--- config.mk ---
export PLATFORM = sky130hd
export DESIGN_NAME = cpu_bus_adapter_flat
export DESIGN_NICKNAME = d
export VERILOG_FILES = /design/src/rtl/jag_mem_pkg.sv /design/src/rtl/jag_mem_ifs.sv /design/src/rtl/cpu_bus_adapter.sv /design/src/flat_wrapper.sv
export SDC_FILE = /design/constraint.sdc
export NUM_CORES = 1
export LEC_CHECK = 0
export BUFFER_PORTS_ARGS = -buffer_cell sky130_fd_sc_hd__buf_2
export CORE_MARGIN = 2
export CORE_UTILIZATION = 38
export CTS_CLUSTER_SIZE = 12
export DETAILED_ROUTE_END_ITERATION = 10
export GPL_TIMING_DRIVEN = 0
export PLACE_DENSITY = 0.85
export SYNTH_ARGS = -nofsm -noshare
export SYNTH_HDL_FRONTEND = slang
export SYNTH_SLANG_ARGS = --single-unit
--- constraint.sdc ---
create_clock -name sys_clk -period 3.05 [get_ports sys_clk]
set_input_delay 0.4575 -clock sys_clk [delete_from_list [all_inputs] [get_ports sys_clk]]
set_output_delay 0.4575 -clock sys_clk [all_outputs]
set_load 0.05 [all_outputs]
--- src/rtl/jag_mem_pkg.sv ---
package jag_mem_pkg;

	////////////////////
	// Bank geometry

	localparam int row_bits       = 10;
	localparam int col_bits       = 8;
	localparam int word_addr_bits = row_bits + col_bits;
	localparam int cpu_addr_bits  = 24;
	localparam int data_bits      = 16;

	////////////////////
	// Interrupt vector remap

	// CPU space cycle
	localparam logic [2:0] fc_int_ack = 3'b111;

	// Level-2 autovector at bytes 0x68 to 0x6B
	localparam logic [cpu_addr_bits-1:0] autovec_base = 24'h000068;

	// User interrupt 0 vector
	localparam logic [cpu_addr_bits-1:0] user_vec_base = 24'h000100;

	////////////////////
	// DRAM word address

	typedef struct packed {
		logic [col_bits-1:0] col;
		logic [row_bits-1:0] row;
	} dram_rc_t;

	// Flat word index or the same bits split into column and row
	typedef union packed {
		logic [word_addr_bits-1:0] flat;
		dram_rc_t                  rc;
	} dram_addr_u;

endpackage

--- src/rtl/jag_mem_ifs.sv ---
`timescale 1ns/1ps

// Request channel from the bus adapter to the DRAM sequencer
interface mem_req_if;

	import jag_mem_pkg::*;

	logic                 start;
	logic                 write;
	logic [1:0]           byte_ena;
	dram_addr_u           addr;
	logic [data_bits-1:0] wdata;
	logic                 ack;
	logic [data_bits-1:0] rdata;

	modport requester
	(
		output start, write, byte_ena, addr, wdata,
		input  ack, rdata
	);

	modport responder
	(
		input  start, write, byte_ena, addr, wdata,
		output ack, rdata
	);

endinterface


--- src/rtl/cpu_bus_adapter.sv ---
`timescale 1ns/1ps

module cpu_bus_adapter
(
	input  logic                                  sys_clk,
	input  logic                                  rst_n,
	input  logic                                  cpu_rd_ena,
	input  logic                                  cpu_wr_ena,
	input  logic [1:0]                            cpu_byte_ena,
	input  logic [jag_mem_pkg::cpu_addr_bits-1:0] cpu_address,
	input  logic [jag_mem_pkg::data_bits-1:0]     cpu_wr_data,
	input  logic [2:0]                            cpu_fc,
	input  logic                                  int_n,
	output logic [jag_mem_pkg::data_bits-1:0]     cpu_rd_data,
	output logic                                  cpu_data_ack,
	mem_req_if.requester                          req
);

	import jag_mem_pkg::*;

	logic                     busy;
	logic                     new_req;
	logic                     vec_hit;
	logic [cpu_addr_bits-1:0] eff_address;

	// Held enable counts once per access
	assign new_req = !busy && (cpu_rd_ena || cpu_wr_ena);

	////////////////////
	// Autovector remap

	// Level-2 autovector fetched while the interrupt line is active
	assign vec_hit = (cpu_fc == fc_int_ack) && !int_n &&
		(cpu_address[cpu_addr_bits-1:2] == autovec_base[cpu_addr_bits-1:2]);

	assign eff_address = vec_hit ?
		{user_vec_base[cpu_addr_bits-1:2], cpu_address[1:0]} : cpu_address;

	////////////////////
	// Request issue

	always_ff @(posedge sys_clk or negedge rst_n)
	begin
		if (!rst_n)
		begin
			busy      <= 1'b0;
			req.start <= 1'b0;
		end
		else
		begin
			req.start <= new_req;
			// Busy until the sequencer acknowledges
			if (req.ack)
				busy <= 1'b0;
			else if (new_req)
				busy <= 1'b1;
		end
	end

	// Request fields stay put for the whole access
	always_ff @(posedge sys_clk)
	begin
		if (new_req)
		begin
			req.write     <= cpu_wr_ena;
			req.byte_ena  <= cpu_byte_ena;
			req.addr.flat <= eff_address[word_addr_bits:1];
			req.wdata     <= cpu_wr_data;
		end
	end

	assign cpu_data_ack = req.ack;
	assign cpu_rd_data  = req.rdata;

endmodule

--- src/flat_wrapper.sv ---
// flat-port wrapper written by rule: the top's interface ports become plain ports
module cpu_bus_adapter_flat import jag_mem_pkg::*;
  (sys_clk, rst_n, cpu_rd_ena, cpu_wr_ena, cpu_byte_ena, cpu_address, cpu_wr_data, cpu_fc, int_n, cpu_rd_data, cpu_data_ack, req_start, req_write, req_byte_ena, req_addr, req_wdata, req_ack, req_rdata);
  mem_req_if req_i ();
  input  logic sys_clk;
  input  logic rst_n;
  input  logic cpu_rd_ena;
  input  logic cpu_wr_ena;
  input  logic [1:0] cpu_byte_ena;
  input  logic [jag_mem_pkg::cpu_addr_bits-1:0] cpu_address;
  input  logic [jag_mem_pkg::data_bits-1:0] cpu_wr_data;
  input  logic [2:0] cpu_fc;
  input  logic int_n;
  output logic [jag_mem_pkg::data_bits-1:0] cpu_rd_data;
  output logic cpu_data_ack;
  output wire logic [$bits(req_i.start)-1:0] req_start;
  output wire logic [$bits(req_i.write)-1:0] req_write;
  output wire logic [$bits(req_i.byte_ena)-1:0] req_byte_ena;
  output wire logic [$bits(req_i.addr)-1:0] req_addr;
  output wire logic [$bits(req_i.wdata)-1:0] req_wdata;
  input wire logic [$bits(req_i.ack)-1:0] req_ack;
  input wire logic [$bits(req_i.rdata)-1:0] req_rdata;
  assign req_start = req_i.start;
  assign req_write = req_i.write;
  assign req_byte_ena = req_i.byte_ena;
  assign req_addr = req_i.addr;
  assign req_wdata = req_i.wdata;
  assign req_i.ack = req_ack;
  assign req_i.rdata = req_rdata;
  cpu_bus_adapter u_core (.sys_clk(sys_clk), .rst_n(rst_n), .cpu_rd_ena(cpu_rd_ena), .cpu_wr_ena(cpu_wr_ena), .cpu_byte_ena(cpu_byte_ena), .cpu_address(cpu_address), .cpu_wr_data(cpu_wr_data), .cpu_fc(cpu_fc), .int_n(int_n), .cpu_rd_data(cpu_rd_data), .cpu_data_ack(cpu_data_ack), .req(req_i));
endmodule
==> impl_metrics.ini, run 1 <==
[worst_setup_path]
crit_required_ns = 2.96
cp-end-kind = register
cpPeakStageDelay_ns = 0.80
crit_path_max_fanout = 38
crit_path_start_kind = register
worstPathArrival_ns = 1.51
path_cells = nor2_4
cp_num_buf_inv = 0
path_class = reg -> reg
slowest_stage = nor2_4
critPathTopFamily = simple AND/OR/NAND/NOR gates

[route]
postRouteWirelength_um = 3250
drcViolationCount = 0
first_pass_iters = 4
vias = 1078
detail_route.iter0.violations = 90
ant_nets = 0
avgViaCountPerCell = 4.36
post_drt_wl_per_cell_um = 13.2

[clocking]
cts_tree = yes
clk_path_buf_depth = 2
cts.clk_slew.worst_paths_ns = 0.07
cts_root_buf = clkbuf_8
htree_levels = 2
post_cts_resized = 0
clk_latency_ns = 0.28
cts.sinks = 39
cts_buffers = 5

[sta]
slew_violations = 0
skew_ns = 0.00377
slew_headroom_pct = 32.1
rsz0062_at_grt = false
holdWs_ns = 0.347
fin_crit_ns = 1.60
worstMarginPinSlew_ns = 1.02
setup_viol = 0
fin_crit_sh_pct = 52.4
max_freq_mhz = 625
finalHoldViolCount = 0
fin_setup_tns_ns = 0

[synth]
synth_compound_area_share_pct = 2.05
syn_area_mm2 = 0.00146
synth.top_cell.area_share_pct = 76.0
synth_fa_ha_area_share_pct = 0
synth_simple_gate_area_share_pct = 6.42
synth-seq-cells = 39
synth_xor_xnor_area_share_pct = 0
synth_top_family_by_area = buffers and inverters
synth_cells = 86
synth_area_leaders = edfxtp_1, buf_4, dfrtp_1, clkbuf_1, a21boi_0
muxShareOfSynthArea_pct = 0
syn_nets = 153
syn_avg_cell_area_um2 = 17.0
yosys_warnings = 0
synth.largest_area_cell = edfxtp_1
synth_cell_type_count = 14
ys_seq_area_share_pct = 79.5

[pwr]
pwr-share-seq_pct = 48.1
p_int_mw = 0.942
sw_frac_of_total_pct = 28.9
ir_drop_mv = 0.261
power.share.clock_pct = 30.6
switching_power_mw = 0.383
p_total_mw = 1.32
pwr-share-comb_pct = 21.2
p_per_area_mw_per_mm2 = 611
p_leak_nw = 0.996

[finish]
syn2layout_area_growth_pct = 48.3
num-fill-cells = 322
final_area_mm2 = 0.00217
layout_commonest_cell = buf_2
antenna_cells = 0
stdcell_count = 247
drive_above_1_share_pct = 66.3
layout.nets = 265
final_cell_mix = buf_2, edfxtp_1, buf_4

[global_routing]
grt_usage_pct = 15.3
overflow = 0
grt_max_degree = 39
grt_pass1_vias = 1034
grt_pass1_wl_um = 4640
grt_antenna_before_repair = 0

[die]
core_mm2 = 0.00369
row_count = 22
initial_core_util_pct = 39.6
die_x_um = 66.0
die_area_mm2 = 0.00436
die-height_um = 66.0
io_pins = 122

[placement]
port_buffers = 104
placed_cells = 238
place_congestion = 0.703
place_area_mm2 = 0.00205

[job]
maxCapViolCount = 0

[status]
status = complete, no violations

[min_path]
hold_path_class = in -> reg
power groups by stage:
stage          clock network, mW  registers (mW)  logic (mW)
2_1_floorplan                  0           0.768      0.0811
3_3_place_gp                   0           0.649       0.277
3_5_place_dp                   0           0.650       0.282
4_1_cts                    0.421           0.638       0.284
5_1_grt                    0.448           0.641       0.295
6_report                   0.406           0.638       0.281
routing by layer:
metal  wire length (um)  global-route usage (%)  vias to the layer above  share of wire (%)
li1                   -                       -                      512                  -
met1               1210                    17.0                      463                 37
met2               1460                    25.6                       98                 45
met3                538                    7.16                        5                 17
met4                 45                    5.36                        0                1.4
met5                  0                       0                        -                  0
sequential cells by signal, indices dropped and copies added, names as in the netlist:
signal	flops
u_core.req.wdata	16
u_core.req.write	1
u_core.req.start	1
u_core.busy	1
u_core.req.byte_ena	2
u_core.req.addr	18
worst paths after layout:
kind | from | endpoint | slack [ns] | depth (start not counted)
setup / recovery | u_core.busy | u_core.req.wdata[2] | 1.45 | 1
hold / removal | cpu_wr_data[13] | u_core.req.wdata[13] | 0.35 | 1
setup reg to reg | u_core.busy | u_core.req.wdata[2] | 1.45 | 1
hold reg to reg | u_core.busy | u_core.busy | 0.60 | 2
max in group asynchronous | rst_n | u_core.busy | 2.44 | 2
min in group asynchronous | rst_n | u_core.req.start | 0.51 | 2
synthesized netlist by cell type:
master,instances
dfrtp_1,2
and4bb_2,1
buf_4,17
a21o_1,1
and3_1,1
nor2_1,4
edfxtp_1,37
nor3_1,1
a21boi_0,3
clkbuf_1,13
and4_4,1
nor4b_2,1
and4b_1,1
nor4_1,3
stage by stage:
stage / util, % / worst slack (ns)
final: 58.8 / 1.45
after global routing: 58.8 / 1.37
after global placement: 55.4 / -0.0566
after detailed placement: 55.6 / 1.24
after floorplan: - / 0.527
after CTS: 58.8 / 1.45
cells by family after synthesis:
family	after synthesis
compound gates	4
flops	39
simple gates	13
buf+inv	30
timing repair:
| action | CTS | global route |
|---|---|---|
| hold buffers | 1 | 0 |
| endpoints found under the hold margin | 2 | 0 |
| setup endpoints to repair | 0 | 0 |
| setup buffers | 0 | 0 |
cell type report:
cell class	instances	area (um2)	share of cell area (%)
Timing Repair Buffer	105	531	24.5
Buffer	30	176	8.14
Clock buffer	5	68.8	3.18
Multi-Input combinational cell	17	131	6.06
Sequential cell	39	1160	53.6
Tap cell	48	60.1	2.77
Clock inverter	3	38.8	1.79
Note: power is estimated with default switching activity, not from simulation.
==> run 2: changes to the inputs <==
- clock period: 3.05 -> 1.5 ns (I/O delays scaled with it)
==> impl_metrics.ini, run 2 (synthesis gave the netlist of run 1 again) <==
[finish]
layout_commonest_cell = buf_2
final_cell_mix = buf_2, edfxtp_1, buf_4
drive_above_1_share_pct = 66.5
largest_reg_flops = 18
top_register = u_core.req.addr
syn2layout_area_growth_pct = 50.8
final_area_mm2 = 0.00220
reg_top3 = u_core.req.addr x18, u_core.req.wdata x16, u_core.req.byte_ena x2
antenna_cells = 0
layout.nets = 266

[global_routing]
overflow = 0
grt_pass1_wl_um = 4450
grt_pass1_vias = 980
grt_antenna_before_repair = 0
grt_usage_pct = 14.3
grt_max_degree = 20

[pwr]
p_per_area_mw_per_mm2 = 1300
p_int_mw = 2.09
sw_frac_of_total_pct = 26.8
pwr-share-comb_pct = 20.1
power.share.clock_pct = 34.6
p_leak_nw = 1.01
p_total_mw = 2.86
switching_power_mw = 0.768
ir_drop_mv = 0.489
pwr-share-seq_pct = 45.3

[sta]
fin_setup_tns_ns = 0
fin_crit_ns = 1.28
rsz0062_at_grt = false
finalHoldViolCount = 0
setup_viol = 0
holdWs_ns = 0.111
layout_setup_ws_ns = 0.216
fin_crit_sh_pct = 85.6
max_freq_mhz = 779
slew_violations = 0
slew_headroom_pct = 63.5
skew_ns = 0.00194
worstMarginPinSlew_ns = 0.546

[clocking]
clk_latency_ns = 0.28
cts_root_buf = clkbuf_8
htree_levels = 2
cts_tree = yes
clk_path_buf_depth = 2
cts_buffers = 5
cts.sinks = 39
cts.clk_slew.worst_paths_ns = 0.07

[die]
die_area_mm2 = 0.00436
die-height_um = 66.0
die_x_um = 66.0
initial_core_util_pct = 39.6
row_count = 22
io_pins = 122
core_mm2 = 0.00369

[route]
postRouteWirelength_um = 3160
vias = 1088
first_pass_iters = 4
post_drt_wl_per_cell_um = 12.8
ant_nets = 0
avgViaCountPerCell = 4.39
detail_route.iter0.violations = 62
drcViolationCount = 0

[status]
status = complete, no violations

[placement]
dp_slack_ns = -0.0883
place_congestion = 0.667
place_area_mm2 = 0.00205
port_buffers = 104

[min_path]
hold_end = u_core.busy
hp-start = req_ack
hold_path_class = in -> reg
min_delay_path_depth = 2

[worst_setup_path]
cp-end-kind = register
cpPeakStageDelay_ns = 0.46
cp_num_buf_inv = 0
timing.reg2reg.setup_slack_ns = 0.22
path_cells = nor2_4
reg2regPathDepth = 1
crit_path_start_kind = register
reg2reg_to = u_core.req.addr[2]
worstReg2RegStart = u_core.busy
worstPathArrival_ns = 1.21
path_class = reg -> reg
slowest_stage = dfrtp_1
startpoint = u_core.busy
crit_path_max_fanout = 19
crit_required_ns = 1.42
critPathTopFamily = flip-flops

[job]
maxCapViolCount = 0
==> run 2: cell types whose count changed in the layout (fill, tap and decap cells not counted) <==
cell	previous run	this run
clkbuf_1	13	14
bufinv_16	1	2
clkinv_1	1	0
nor2_4	1	2
clkinv_2	1	0
==> run 2: worst max-delay path by stage <==
| stage | to | slack (ns) | cells past startpoint |
|---|---|---|---|
| 2_1_floorplan | u_core.req.addr[0] | 0.12 | 1 |
| 3_3_place_gp | u_core.req.addr[7] | -0.06 | 1 |
| 3_5_place_dp | u_core.req.addr[1] | -0.09 | 1 |
| 4_1_cts | u_core.req.byte_ena[0] | 0.21 | 1 |
| 5_1_grt | u_core.req.addr[13] | 0.16 | 1 |
| 6_report | u_core.req.addr[2] | 0.22 | 1 |
==> run 2: layer usage <==
layer,share of wire [%],vias up,global-route usage [%]
li1,-,513,-
met1,37,469,16.0
met2,44,101,23.7
met3,16,5,6.64
met4,1.7,0,5.36
met5,0,-,0
==> run 2: power by group through the flow <==
| stage | clock (mW) | sequential, mW | combinational [mW] |
|---|---|---|---|
| 2_1_floorplan | 0 | 1.56 | 0.167 |
| 3_3_place_gp | 0 | 1.32 | 0.566 |
| 3_5_place_dp | 0 | 1.32 | 0.572 |
| 4_1_cts | 1.02 | 1.30 | 0.579 |
| 5_1_grt | 1.08 | 1.30 | 0.602 |
| 6_report | 0.991 | 1.30 | 0.574 |
==> run 2: metrics by stage <==
stage	util [%]	cells
floorplan	-	86
global placement	55.6	238
detailed placement	55.6	238
CTS	59.7	248
global route	59.7	248
finish	59.7	248
==> run 2: layout make-up <==
| class | count | area (um2) |
|---|---|---|
| buffer | 30 | 176 |
| clock buffer | 6 | 72.6 |
| clock inverter | 2 | 60.1 |
| fill | 300 | 1490 |
| multi-input combinational | 18 | 143 |
| sequential | 39 | 1160 |
| tap | 48 | 60.1 |
| timing repair buffer | 105 | 531 |
==> run 2: timing repair <==
action	4_1_cts	5_1_grt
endpoints found under the setup margin	37	0
hold endpoints to repair	2	0
buffers inserted	0	0
resized for setup	1	0
hold buffers	1	0
