--- config.mk ---
export PLATFORM = sky130hd
export DESIGN_NAME = dram_controller_flat
export DESIGN_NICKNAME = d
export VERILOG_FILES = /design/src/rtl/jag_mem_pkg.sv /design/src/rtl/jag_mem_ifs.sv /design/src/rtl/dram_controller.sv /design/src/flat_wrapper.sv
export SDC_FILE = /design/constraint.sdc
export NUM_CORES = 1
export LEC_CHECK = 0
export BUFFER_PORTS_ARGS = -buffer_cell sky130_fd_sc_hd__buf_4
export CORE_UTILIZATION = 25
export CTS_CLUSTER_DIAMETER = 60
export DETAILED_ROUTE_END_ITERATION = 7
export GPL_TIMING_DRIVEN = 0
export HOLD_SLACK_MARGIN = 0.03
export PLACE_DENSITY = 0.57
export SLEW_MARGIN = 25
export SYNTH_ARGS = -nofsm -noshare
export SYNTH_HDL_FRONTEND = slang
export SYNTH_SLANG_ARGS = --single-unit
--- constraint.sdc ---
create_clock -name sys_clk -period 1.66 [get_ports sys_clk]
set_input_delay 0 -clock sys_clk [delete_from_list [all_inputs] [get_ports sys_clk]]
set_output_delay 0 -clock sys_clk [all_outputs]
set_load 0.01 [all_outputs]
--- src/rtl/jag_mem_pkg.sv ---
package jag_mem_pkg;

	////////////////////
	// Bank geometry

	localparam int row_bits       = 10;
	localparam int col_bits       = 8;
	localparam int word_addr_bits = row_bits + col_bits;
	localparam int cpu_addr_bits  = 24;
	localparam int data_bits      = 16;

	////////////////////
	// Interrupt vector remap

	// CPU space cycle
	localparam logic [2:0] fc_int_ack = 3'b111;

	// Level-2 autovector at bytes 0x68 to 0x6B
	localparam logic [cpu_addr_bits-1:0] autovec_base = 24'h000068;

	// User interrupt 0 vector
	localparam logic [cpu_addr_bits-1:0] user_vec_base = 24'h000100;

	////////////////////
	// DRAM word address

	typedef struct packed {
		logic [col_bits-1:0] col;
		logic [row_bits-1:0] row;
	} dram_rc_t;

	// Flat word index or the same bits split into column and row
	typedef union packed {
		logic [word_addr_bits-1:0] flat;
		dram_rc_t                  rc;
	} dram_addr_u;

endpackage

--- src/rtl/jag_mem_ifs.sv ---
`timescale 1ns/1ps

// Request channel from the bus adapter to the DRAM sequencer
interface mem_req_if;

	import jag_mem_pkg::*;

	logic                 start;
	logic                 write;
	logic [1:0]           byte_ena;
	dram_addr_u           addr;
	logic [data_bits-1:0] wdata;
	logic                 ack;
	logic [data_bits-1:0] rdata;

	modport requester
	(
		output start, write, byte_ena, addr, wdata,
		input  ack, rdata
	);

	modport responder
	(
		input  start, write, byte_ena, addr, wdata,
		output ack, rdata
	);

endinterface

// Multiplexed-address DRAM pins
interface dram_if;

	import jag_mem_pkg::*;

	logic [row_bits-1:0]  ma;
	logic                 ras_n;
	logic                 cas_n;
	logic                 uw_n;
	logic                 lw_n;
	logic                 oe_n;
	logic [data_bits-1:0] d;
	logic [data_bits-1:0] q;

	modport controller
	(
		output ma, ras_n, cas_n, uw_n, lw_n, oe_n, d,
		input  q
	);

	modport bank
	(
		input  ma, ras_n, cas_n, uw_n, lw_n, oe_n, d,
		output q
	);

endinterface

--- src/rtl/dram_controller.sv ---
`timescale 1ns/1ps

module dram_controller
(
	input  logic         sys_clk,
	input  logic         rst_n,
	mem_req_if.responder req,
	dram_if.controller   dram
);

	import jag_mem_pkg::*;

	typedef enum logic [1:0] {
		st_idle,
		st_row,
		st_col,
		st_done
	} state_t;

	state_t state;
	logic   pre;
	logic   ras_act;
	logic   col_act;

	////////////////////
	// Sequencer

	always_ff @(posedge sys_clk or negedge rst_n)
	begin
		if (!rst_n)
		begin
			state <= st_idle;
			pre   <= 1'b0;
		end
		else
		begin
			case (state)
				st_idle:
				begin
					if (req.start)
						state <= st_row;
				end
				st_row:
				begin
					state <= st_col;
				end
				st_col:
				begin
					state <= st_done;
				end
				default:
				begin
					// Ack cycle first, then precharge
					pre <= !pre;
					if (pre)
						state <= st_idle;
				end
			endcase
		end
	end

	assign ras_act = (state == st_row) || (state == st_col);
	assign col_act = (state == st_col);

	assign req.ack = (state == st_done) && !pre;

	////////////////////
	// DRAM pins

	assign dram.ras_n = !ras_act;
	assign dram.cas_n = !col_act;
	assign dram.oe_n  = !(col_act && !req.write);

	// Early write with WE low from the RAS cycle on
	assign dram.uw_n = !(ras_act && req.write && req.byte_ena[1]);
	assign dram.lw_n = !(ras_act && req.write && req.byte_ena[0]);
	assign dram.d    = req.wdata;

	// Address mux flips mid-cycle so ma is settled at each strobe edge
	always_ff @(negedge sys_clk)
	begin
		if (ras_act)
			dram.ma <= {{(row_bits - col_bits){1'b0}}, req.addr.rc.col};
		else
			dram.ma <= req.addr.rc.row;
	end

	// Read word sampled as CAS ends
	always_ff @(posedge sys_clk)
	begin
		if (col_act && !req.write)
			req.rdata <= dram.q;
	end

endmodule

--- src/flat_wrapper.sv ---
// flat-port wrapper written by rule: the top's interface ports become plain ports
module dram_controller_flat import jag_mem_pkg::*;
  (sys_clk, rst_n, req_start, req_write, req_byte_ena, req_addr, req_wdata, req_ack, req_rdata, dram_ma, dram_ras_n, dram_cas_n, dram_uw_n, dram_lw_n, dram_oe_n, dram_d, dram_q);
  mem_req_if req_i ();
  dram_if dram_i ();
  input  logic sys_clk;
  input  logic rst_n;
  input wire logic [$bits(req_i.start)-1:0] req_start;
  input wire logic [$bits(req_i.write)-1:0] req_write;
  input wire logic [$bits(req_i.byte_ena)-1:0] req_byte_ena;
  input wire logic [$bits(req_i.addr)-1:0] req_addr;
  input wire logic [$bits(req_i.wdata)-1:0] req_wdata;
  output wire logic [$bits(req_i.ack)-1:0] req_ack;
  output wire logic [$bits(req_i.rdata)-1:0] req_rdata;
  output wire logic [$bits(dram_i.ma)-1:0] dram_ma;
  output wire logic [$bits(dram_i.ras_n)-1:0] dram_ras_n;
  output wire logic [$bits(dram_i.cas_n)-1:0] dram_cas_n;
  output wire logic [$bits(dram_i.uw_n)-1:0] dram_uw_n;
  output wire logic [$bits(dram_i.lw_n)-1:0] dram_lw_n;
  output wire logic [$bits(dram_i.oe_n)-1:0] dram_oe_n;
  output wire logic [$bits(dram_i.d)-1:0] dram_d;
  input wire logic [$bits(dram_i.q)-1:0] dram_q;
  assign req_i.start = req_start;
  assign req_i.write = req_write;
  assign req_i.byte_ena = req_byte_ena;
  assign req_i.addr = req_addr;
  assign req_i.wdata = req_wdata;
  assign req_ack = req_i.ack;
  assign req_rdata = req_i.rdata;
  assign dram_ma = dram_i.ma;
  assign dram_ras_n = dram_i.ras_n;
  assign dram_cas_n = dram_i.cas_n;
  assign dram_uw_n = dram_i.uw_n;
  assign dram_lw_n = dram_i.lw_n;
  assign dram_oe_n = dram_i.oe_n;
  assign dram_d = dram_i.d;
  assign dram_i.q = dram_q;
  dram_controller u_core (.sys_clk(sys_clk), .rst_n(rst_n), .req(req_i), .dram(dram_i));
endmodule
==> metrics.yaml, run 1 <==
status: "complete, but fails checks"
violations: "setup timing"
number_of_buffers_between_clock_root_and_the_deepest_sink: 2
maxSlewViolCount: 0
grt_pass1_wl_um: 4450
postSynthCellCount: 77
tritoncts: "built"
floorplan.die_area_um2: 4880
finish.net_count: 266
overflow: 0
num_antenna_cells: 0
static-leakage-power_nw: 1.16
clk_transition_reported_paths_ps: 60
worst-endpoint-arrival_ps: 1460
maximum_number_of_pins_on_one_net_before_global_route_repair: 17
placeable_core_region_um2: 4380
first_element_of_the_critical_path: "u_core.state[0]$_DFFE_PN0P_"
cpPeakStageDelay_ps: 380
drt-total-wl_um: 3000
layout_setup_ws_ps: -413
finalSetupViolCount: 10
timing.critical_path.cells: "inv_2, ha_4, buf_8, mux2_4"
post_drt_wl_per_cell_um: 11.6
gp_congestion: 0.793
number_of_unique_standard_cell_types_used_by_synthesis: 16
clock_sinks: 29
pin_count: 104
die_h_um: 69.9
vdd_drop_max_mv: 0.949
syn-mean-instance-area_um2: 14.9
area_growth_syn_to_layout_pct: 102
hold_class: "input pin to asynchronous set/reset pin"
placement_rows: 24
finish.cell_count_without_fillers: 258
grt_antenna_before_repair: 0
drive_gt1_frac: 0.646
worstSetupStartpointType: "flip-flop"
critical_path_type: "flip-flop to flip-flop"
numCtsBuffers: 5
synth.net_count: 138
final_hold_viol_count: 0
worst_path_max_delay_cell: "sky130_fd_sc_hd__dfrtp_1"
routed-via-count: 1059
detailedRoute.firstPassIterationCount: 4
post_synthesis_instance_area_um2: 1150
first_global_vias: 1108
timing_worst_slew_pin_value_ps: 407
ys_ff_latch: 29
portBuffers: 87
critical_path_required_ps: 1040
crit-reg2reg-launch: "u_core.state[0]$_DFFE_PN0P_"
dp_worst_setup_slack_ps: -531
grt_setup_unrepaired: "true"
drc: 0
dpl.cell_count: 216
yosys.area.top_type_share: 0.417
route.antenna.remaining_nets: 0
ys_top_cells_by_area: "sky130_fd_sc_hd__edfxtp_1 (42%), sky130_fd_sc_hd__dfxtp_1 (17%), sky130_fd_sc_hd__buf_4 (10%), sky130_fd_sc_hd__mux2_2 (7.8%), sky130_fd_sc_hd__dfrtp_1 (6.5%)"
grt_usage: 0.119
netlist.top_cell.by_area: "sky130_fd_sc_hd__edfxtp_1"
crit_path_end_kind: "flip-flop"
seq_area_frac_synth: 0.657
timing.clock.skew_ps: 72.4
clockRootBuffer: "sky130_fd_sc_hd__clkbuf_8"
powerDensity_nw_per_um2: 1600
max_cap_violations: 0
slew_headroom: 0.726
drt-initial-drc-count: 31
maximum_fanout_along_the_worst_path: 8
horizontal_die_dimension_um: 69.9
htree_num_levels: 2
clock_latency_on_the_worst_skew_pair_ps: 340
initial_standard_cell_utilization_of_the_core: 0.263
routed_via_density: 4.10
yosysWarnings: 0
## final cells by class
cell class	count	area [um2]
plain buffers	17	135
clock buffers	8	100
clock inverters	10	37.5
fillers	393	2060
inverters	5	22.5
multi-input cells	25	298
flip-flops and latches	29	756
well taps	52	65.1
repair buffers	112	912
## metrics by stage
stage	hold WS [ps]	instance area (um2)	TNS, ps	utilization	power [mW]
final	79.6	2330	-3830	0.531	3.72
after global routing	75.7	2330	-4140	0.531	3.94
after CTS	60.5	2310	-3570	0.526	3.68
after detailed placement	-207	1910	-4560	0.435	2.61
after global placement	-211	1910	-4160	0.435	2.58
after floorplan	-296	1190	-3550	-	2.00
## per-layer routing
| metal | GRT usage | up-vias | wire, um |
|---|---|---|---|
| met5 | 0 | - | 0 |
| met4 | 0.0511 | 0 | 54 |
| met3 | 0.0664 | 6 | 402 |
| met2 | 0.215 | 92 | 1510 |
| met1 | 0.109 | 464 | 1040 |
| li1 | - | 497 | - |
## cell families (layout without fill, tap and decap cells)
| group | Yosys count | after routing | share of synthesized area |
|---|---|---|---|
| flops | 29 | 29 | 0.657 |
| compound gates | 2 | 2 | 0.0207 |
| simple gates | 7 | 7 | 0.0370 |
| mux | 10 | 10 | 0.0957 |
| xor+xnor | 1 | 1 | 0.00761 |
| buf+inv | 23 | 152 | 0.128 |
| fa+ha+maj | 5 | 5 | 0.0543 |
## cell usage in the layout (no fill, tap or decap), drive strengths merged
master         n
buf          112
dlygate4sd3   17
edfxtp        16
inv           14
dfxtp         10
mux2           8
clkbuf         8
ha             5
dfrtp          3
nor2b          3
nand3          2
mux2i          2
nand2b         1
clkinvlp       1
or2b           1
o41ai          1
o21bai         1
xor2           1
## Yosys cell counts, drive strengths merged
cell type,number
buf,17
edfxtp,16
dfxtp,10
mux2,8
inv,6
ha,5
dfrtp,3
nor2b,3
mux2i,2
nand3,2
nand2b,1
o21bai,1
o41ai,1
or2b,1
xor2,1
## what timing repair did
action | CTS | global route
gates resized for setup | 5 | 3
setup buffers | 7 | 1
pin swaps | 1 | 0
hold buffers | 17 | 0
hold endpoints to repair | 19 | 0
endpoints found under the setup margin | 26 | 10
cloned | 0 | 0
## power breakdown
| part | total [mW] | internal [mW] | switching [mW] | leakage, nW |
|---|---|---|---|---|
| Clock | 0.728 | 0.410 | 0.318 | 0.105 |
| Combinational | 1.89 | 1.14 | 0.750 | 0.784 |
| Sequential | 1.10 | 1.02 | 0.0882 | 0.267 |
| Total | 3.72 | 2.57 | 1.16 | 1.16 |
## worst max-delay path: cells and delay by family, from the launching register on
family                     cells  cell delay [ps]
adders and majority gates      1              290
buffers and inverters          2              210
DFF                            1              380
muxes                          1              300
## sequential cells by signal, indices dropped and copies added (netlist names)
signal	cells
u_core.req.rdata	16
u_core.state	2
u_core.pre	1
u_core.dram.ma	10
## final timing paths
path / slack, ps / endpoint / cells after the start
worst max register to register: -410 / u_core.dram.ma[2]$_DFF_N_ / 4
worst max-delay path: -410 / u_core.dram.ma[2]$_DFF_N_ / 4
worst min register to register: 520 / u_core.pre$_DFFE_PN0N_ / 1
min in group sys_clk: 150 / u_core.state[0]$_DFFE_PN0P_ / 4
worst min-delay path: 80 / u_core.pre$_DFFE_PN0N_ / 2
max in group asynchronous: 1490 / u_core.state[0]$_DFFE_PN0P_ / 2
(Power assumes the default switching activity.)
==> run 2: changes to the inputs <==
Settings changed: TNS_END_PERCENT from default to 30.
==> metrics.yaml, run 2 (same netlist as run 1, synthesis figures left out) <==
htree_num_levels: 2  # unchanged
maximum_fanout_along_the_worst_path: 8  # unchanged
final_cell_mix: "sky130_fd_sc_hd__buf_4 (108), sky130_fd_sc_hd__dlygate4sd3_1 (17), sky130_fd_sc_hd__edfxtp_1 (16)"
worstSetupStartpointType: "flip-flop"
reg.largest.list: "u_core.req.rdata (16), u_core.dram.ma (10), u_core.state (2)"
layout_setup_ws_ps: -415  # -1.91 ps
clock_latency_on_the_worst_skew_pair_ps: 340  # about the same
largest_register_ffs: 16  # unchanged
routed-via-count: 1045  # -1.3%
finalSetupViolCount: 10  # unchanged
top_layer: "met4"
powerDensity_nw_per_um2: 1570  # -1.7%
slew_headroom: 0.718  # -0.00804
violations: "setup timing"
initial_standard_cell_utilization_of_the_core: 0.263  # unchanged
utilization: 0.525  # -0.00599
maxSlewViolCount: 0  # unchanged
tritoncts: "built"
switching_share: 0.310  # -0.000941
clockRootBuffer: "sky130_fd_sc_hd__clkbuf_8"
worst-endpoint-arrival_ps: 1450  # about the same
grt_pass1_wl_um: 4440  # -0.31%
grt_setup_unrepaired: "true"
wirelength_met1_um: 1020  # -1.4%
horizontal_die_dimension_um: 69.9  # unchanged
clk_transition_reported_paths_ps: 60  # about the same
detailedRoute.firstPassIterationCount: 4  # unchanged
timing_worst_slew_pin_value_ps: 419  # +11.9 ps
vdd_drop_max_mv: 0.897  # -5.5%
placedInstanceArea_um2: 1910  # unchanged
switchingPower_mw: 1.12  # -3.1%
die_h_um: 69.9  # unchanged
maximum_number_of_pins_on_one_net_before_global_route_repair: 17  # unchanged
crit-reg2reg-launch: "u_core.state[0]$_DFFE_PN0P_"
comb_power_share: 0.496  # -0.011
status: "complete, but fails checks"
placeable_core_region_um2: 4380  # unchanged
area_growth_syn_to_layout_pct: 99.8
layout.cell_area.non_filler_um2: 2300  # -1.1%
p_int_mw: 2.50  # -2.6%
met2_length_um: 1470  # -2.1%
drt-initial-drc-count: 30  # -3.2%
top_register: "u_core.req.rdata"
final_hold_viol_count: 0  # unchanged
pin_count: 104  # unchanged
critical_path_required_ps: 1040  # about the same
timing.clock.skew_ps: 72.1  # -0.348 ps
dp_worst_setup_slack_ps: -531  # unchanged
overflow: 0  # unchanged
finish.net_count: 264  # -0.75%
finalSetupTns_ps: -3650  # +183 ps
gp_congestion: 0.793  # unchanged
drc: 0  # unchanged
total_power_mw: 3.62  # -2.8%
numCtsBuffers: 5  # unchanged
grt_usage: 0.119  # unchanged
worst_r2r_endpoint: "u_core.dram.ma[2]$_DFF_N_"
max_cap_violations: 0  # unchanged
timing.critical_path.cells: "inv_2, ha_4, buf_8, mux2_4"
portBuffers: 87  # unchanged
floorplan.die_area_um2: 4880  # unchanged
grt_antenna_before_repair: 0  # unchanged
num_antenna_cells: 0  # unchanged
drive_gt1_frac: 0.652  # +0.00633
seq_power_share: 0.306  # +0.009
layout.cells.most_common: "sky130_fd_sc_hd__buf_4"
post_drt_wl_per_cell_um: 11.5  # -1.2%
number_of_buffers_between_clock_root_and_the_deepest_sink: 2  # unchanged
routed_via_density: 4.08  # -0.55%
critical_path_type: "flip-flop to flip-flop"
hold_class: "input pin to asynchronous set/reset pin"
cpPeakStageDelay_ps: 390  # about the same
crit_path_end_kind: "flip-flop"
clock_sinks: 29  # unchanged
timing.reg2reg.worst_path_depth: 4  # unchanged
placement_rows: 24  # unchanged
route.antenna.remaining_nets: 0  # unchanged
met3WireLength_um: 406  # +1.0%
worst_path_max_delay_cell: "sky130_fd_sc_hd__dfrtp_1"
static-leakage-power_nw: 1.14  # -1.3%
drt-total-wl_um: 2940  # -2.0%
pwr-share-clk: 0.198  # +0.002
first_global_vias: 1079  # -2.6%
worst-r2r-setup-slack_ps: -420  # about the same
==> run 2: cell count changes in the layout (fill, tap and decap cells not counted), sizes merged <==
cell / before / now
buf: 112 / 110
==> run 2: how the worst max path moves through the flow <==
stage                                startpoint                   endpoint
detailed placement  u_core.state[1]$_DFFE_PN0P_  u_core.dram.ma[2]$_DFF_N_
global route        u_core.state[0]$_DFFE_PN0P_  u_core.dram.ma[2]$_DFF_N_
CTS                 u_core.state[0]$_DFFE_PN0P_  u_core.dram.ma[2]$_DFF_N_
global placement    u_core.state[1]$_DFFE_PN0P_  u_core.dram.ma[2]$_DFF_N_
finish              u_core.state[0]$_DFFE_PN0P_  u_core.dram.ma[2]$_DFF_N_
floorplan           u_core.state[1]$_DFFE_PN0P_  u_core.dram.ma[0]$_DFF_N_
==> run 2: what timing repair did <==
| action | in CTS | in global routing |
|---|---|---|
| endpoints found under the hold margin | 19 | 0 |
| hold buffers | 17 | 0 |
| gates resized for setup | 6 | 2 |
| pin swaps | 1 | 0 |
| setup endpoints to repair | 26 | 26 |
| buffers inserted | 6 | 0 |
==> run 2: metal layers <==
metal	vias to the layer above	track usage
met2	92	0.217
met1	456	0.110
met3	5	0.0678
li1	492	-
met5	-	0
met4	0	0.0422
==> run 2: power groups by stage <==
stage | clock [mW] | combinational (mW) | sequential, mW
2_1_floorplan | 0.0408 | 0.745 | 1.21
6_report | 0.717 | 1.79 | 1.11
5_1_grt | 0.788 | 1.93 | 1.13
3_5_place_dp | 0.0408 | 1.45 | 1.12
4_1_cts | 0.754 | 1.79 | 1.10
3_3_place_gp | 0.0408 | 1.42 | 1.12
==> run 2: final cells by class <==
class / instances / area, um2
plain buffers: 17 / 135
clock buffers: 8 / 100
clock inverters: 10 / 37.5
fillers: 395 / 2080
inverters: 5 / 22.5
multi-input cells: 25 / 303
flip-flops and latches: 29 / 756
well taps: 52 / 65.1
repair buffers: 110 / 881
==> run 2: critical path, delay by kind of cell, from the launching register on <==
family	cells	cell delay, ps
flops	1	390
mux	1	300
fa+ha+maj	1	290
buf+inv	2	210
==> run 2: per-stage QoR <==
stage          hold WS [ps]  instances
2_1_floorplan          -296         77
3_3_place_gp           -211        216
3_5_place_dp           -207        216
4_1_cts                60.5        256
5_1_grt                72.9        256
6_report               80.7        256
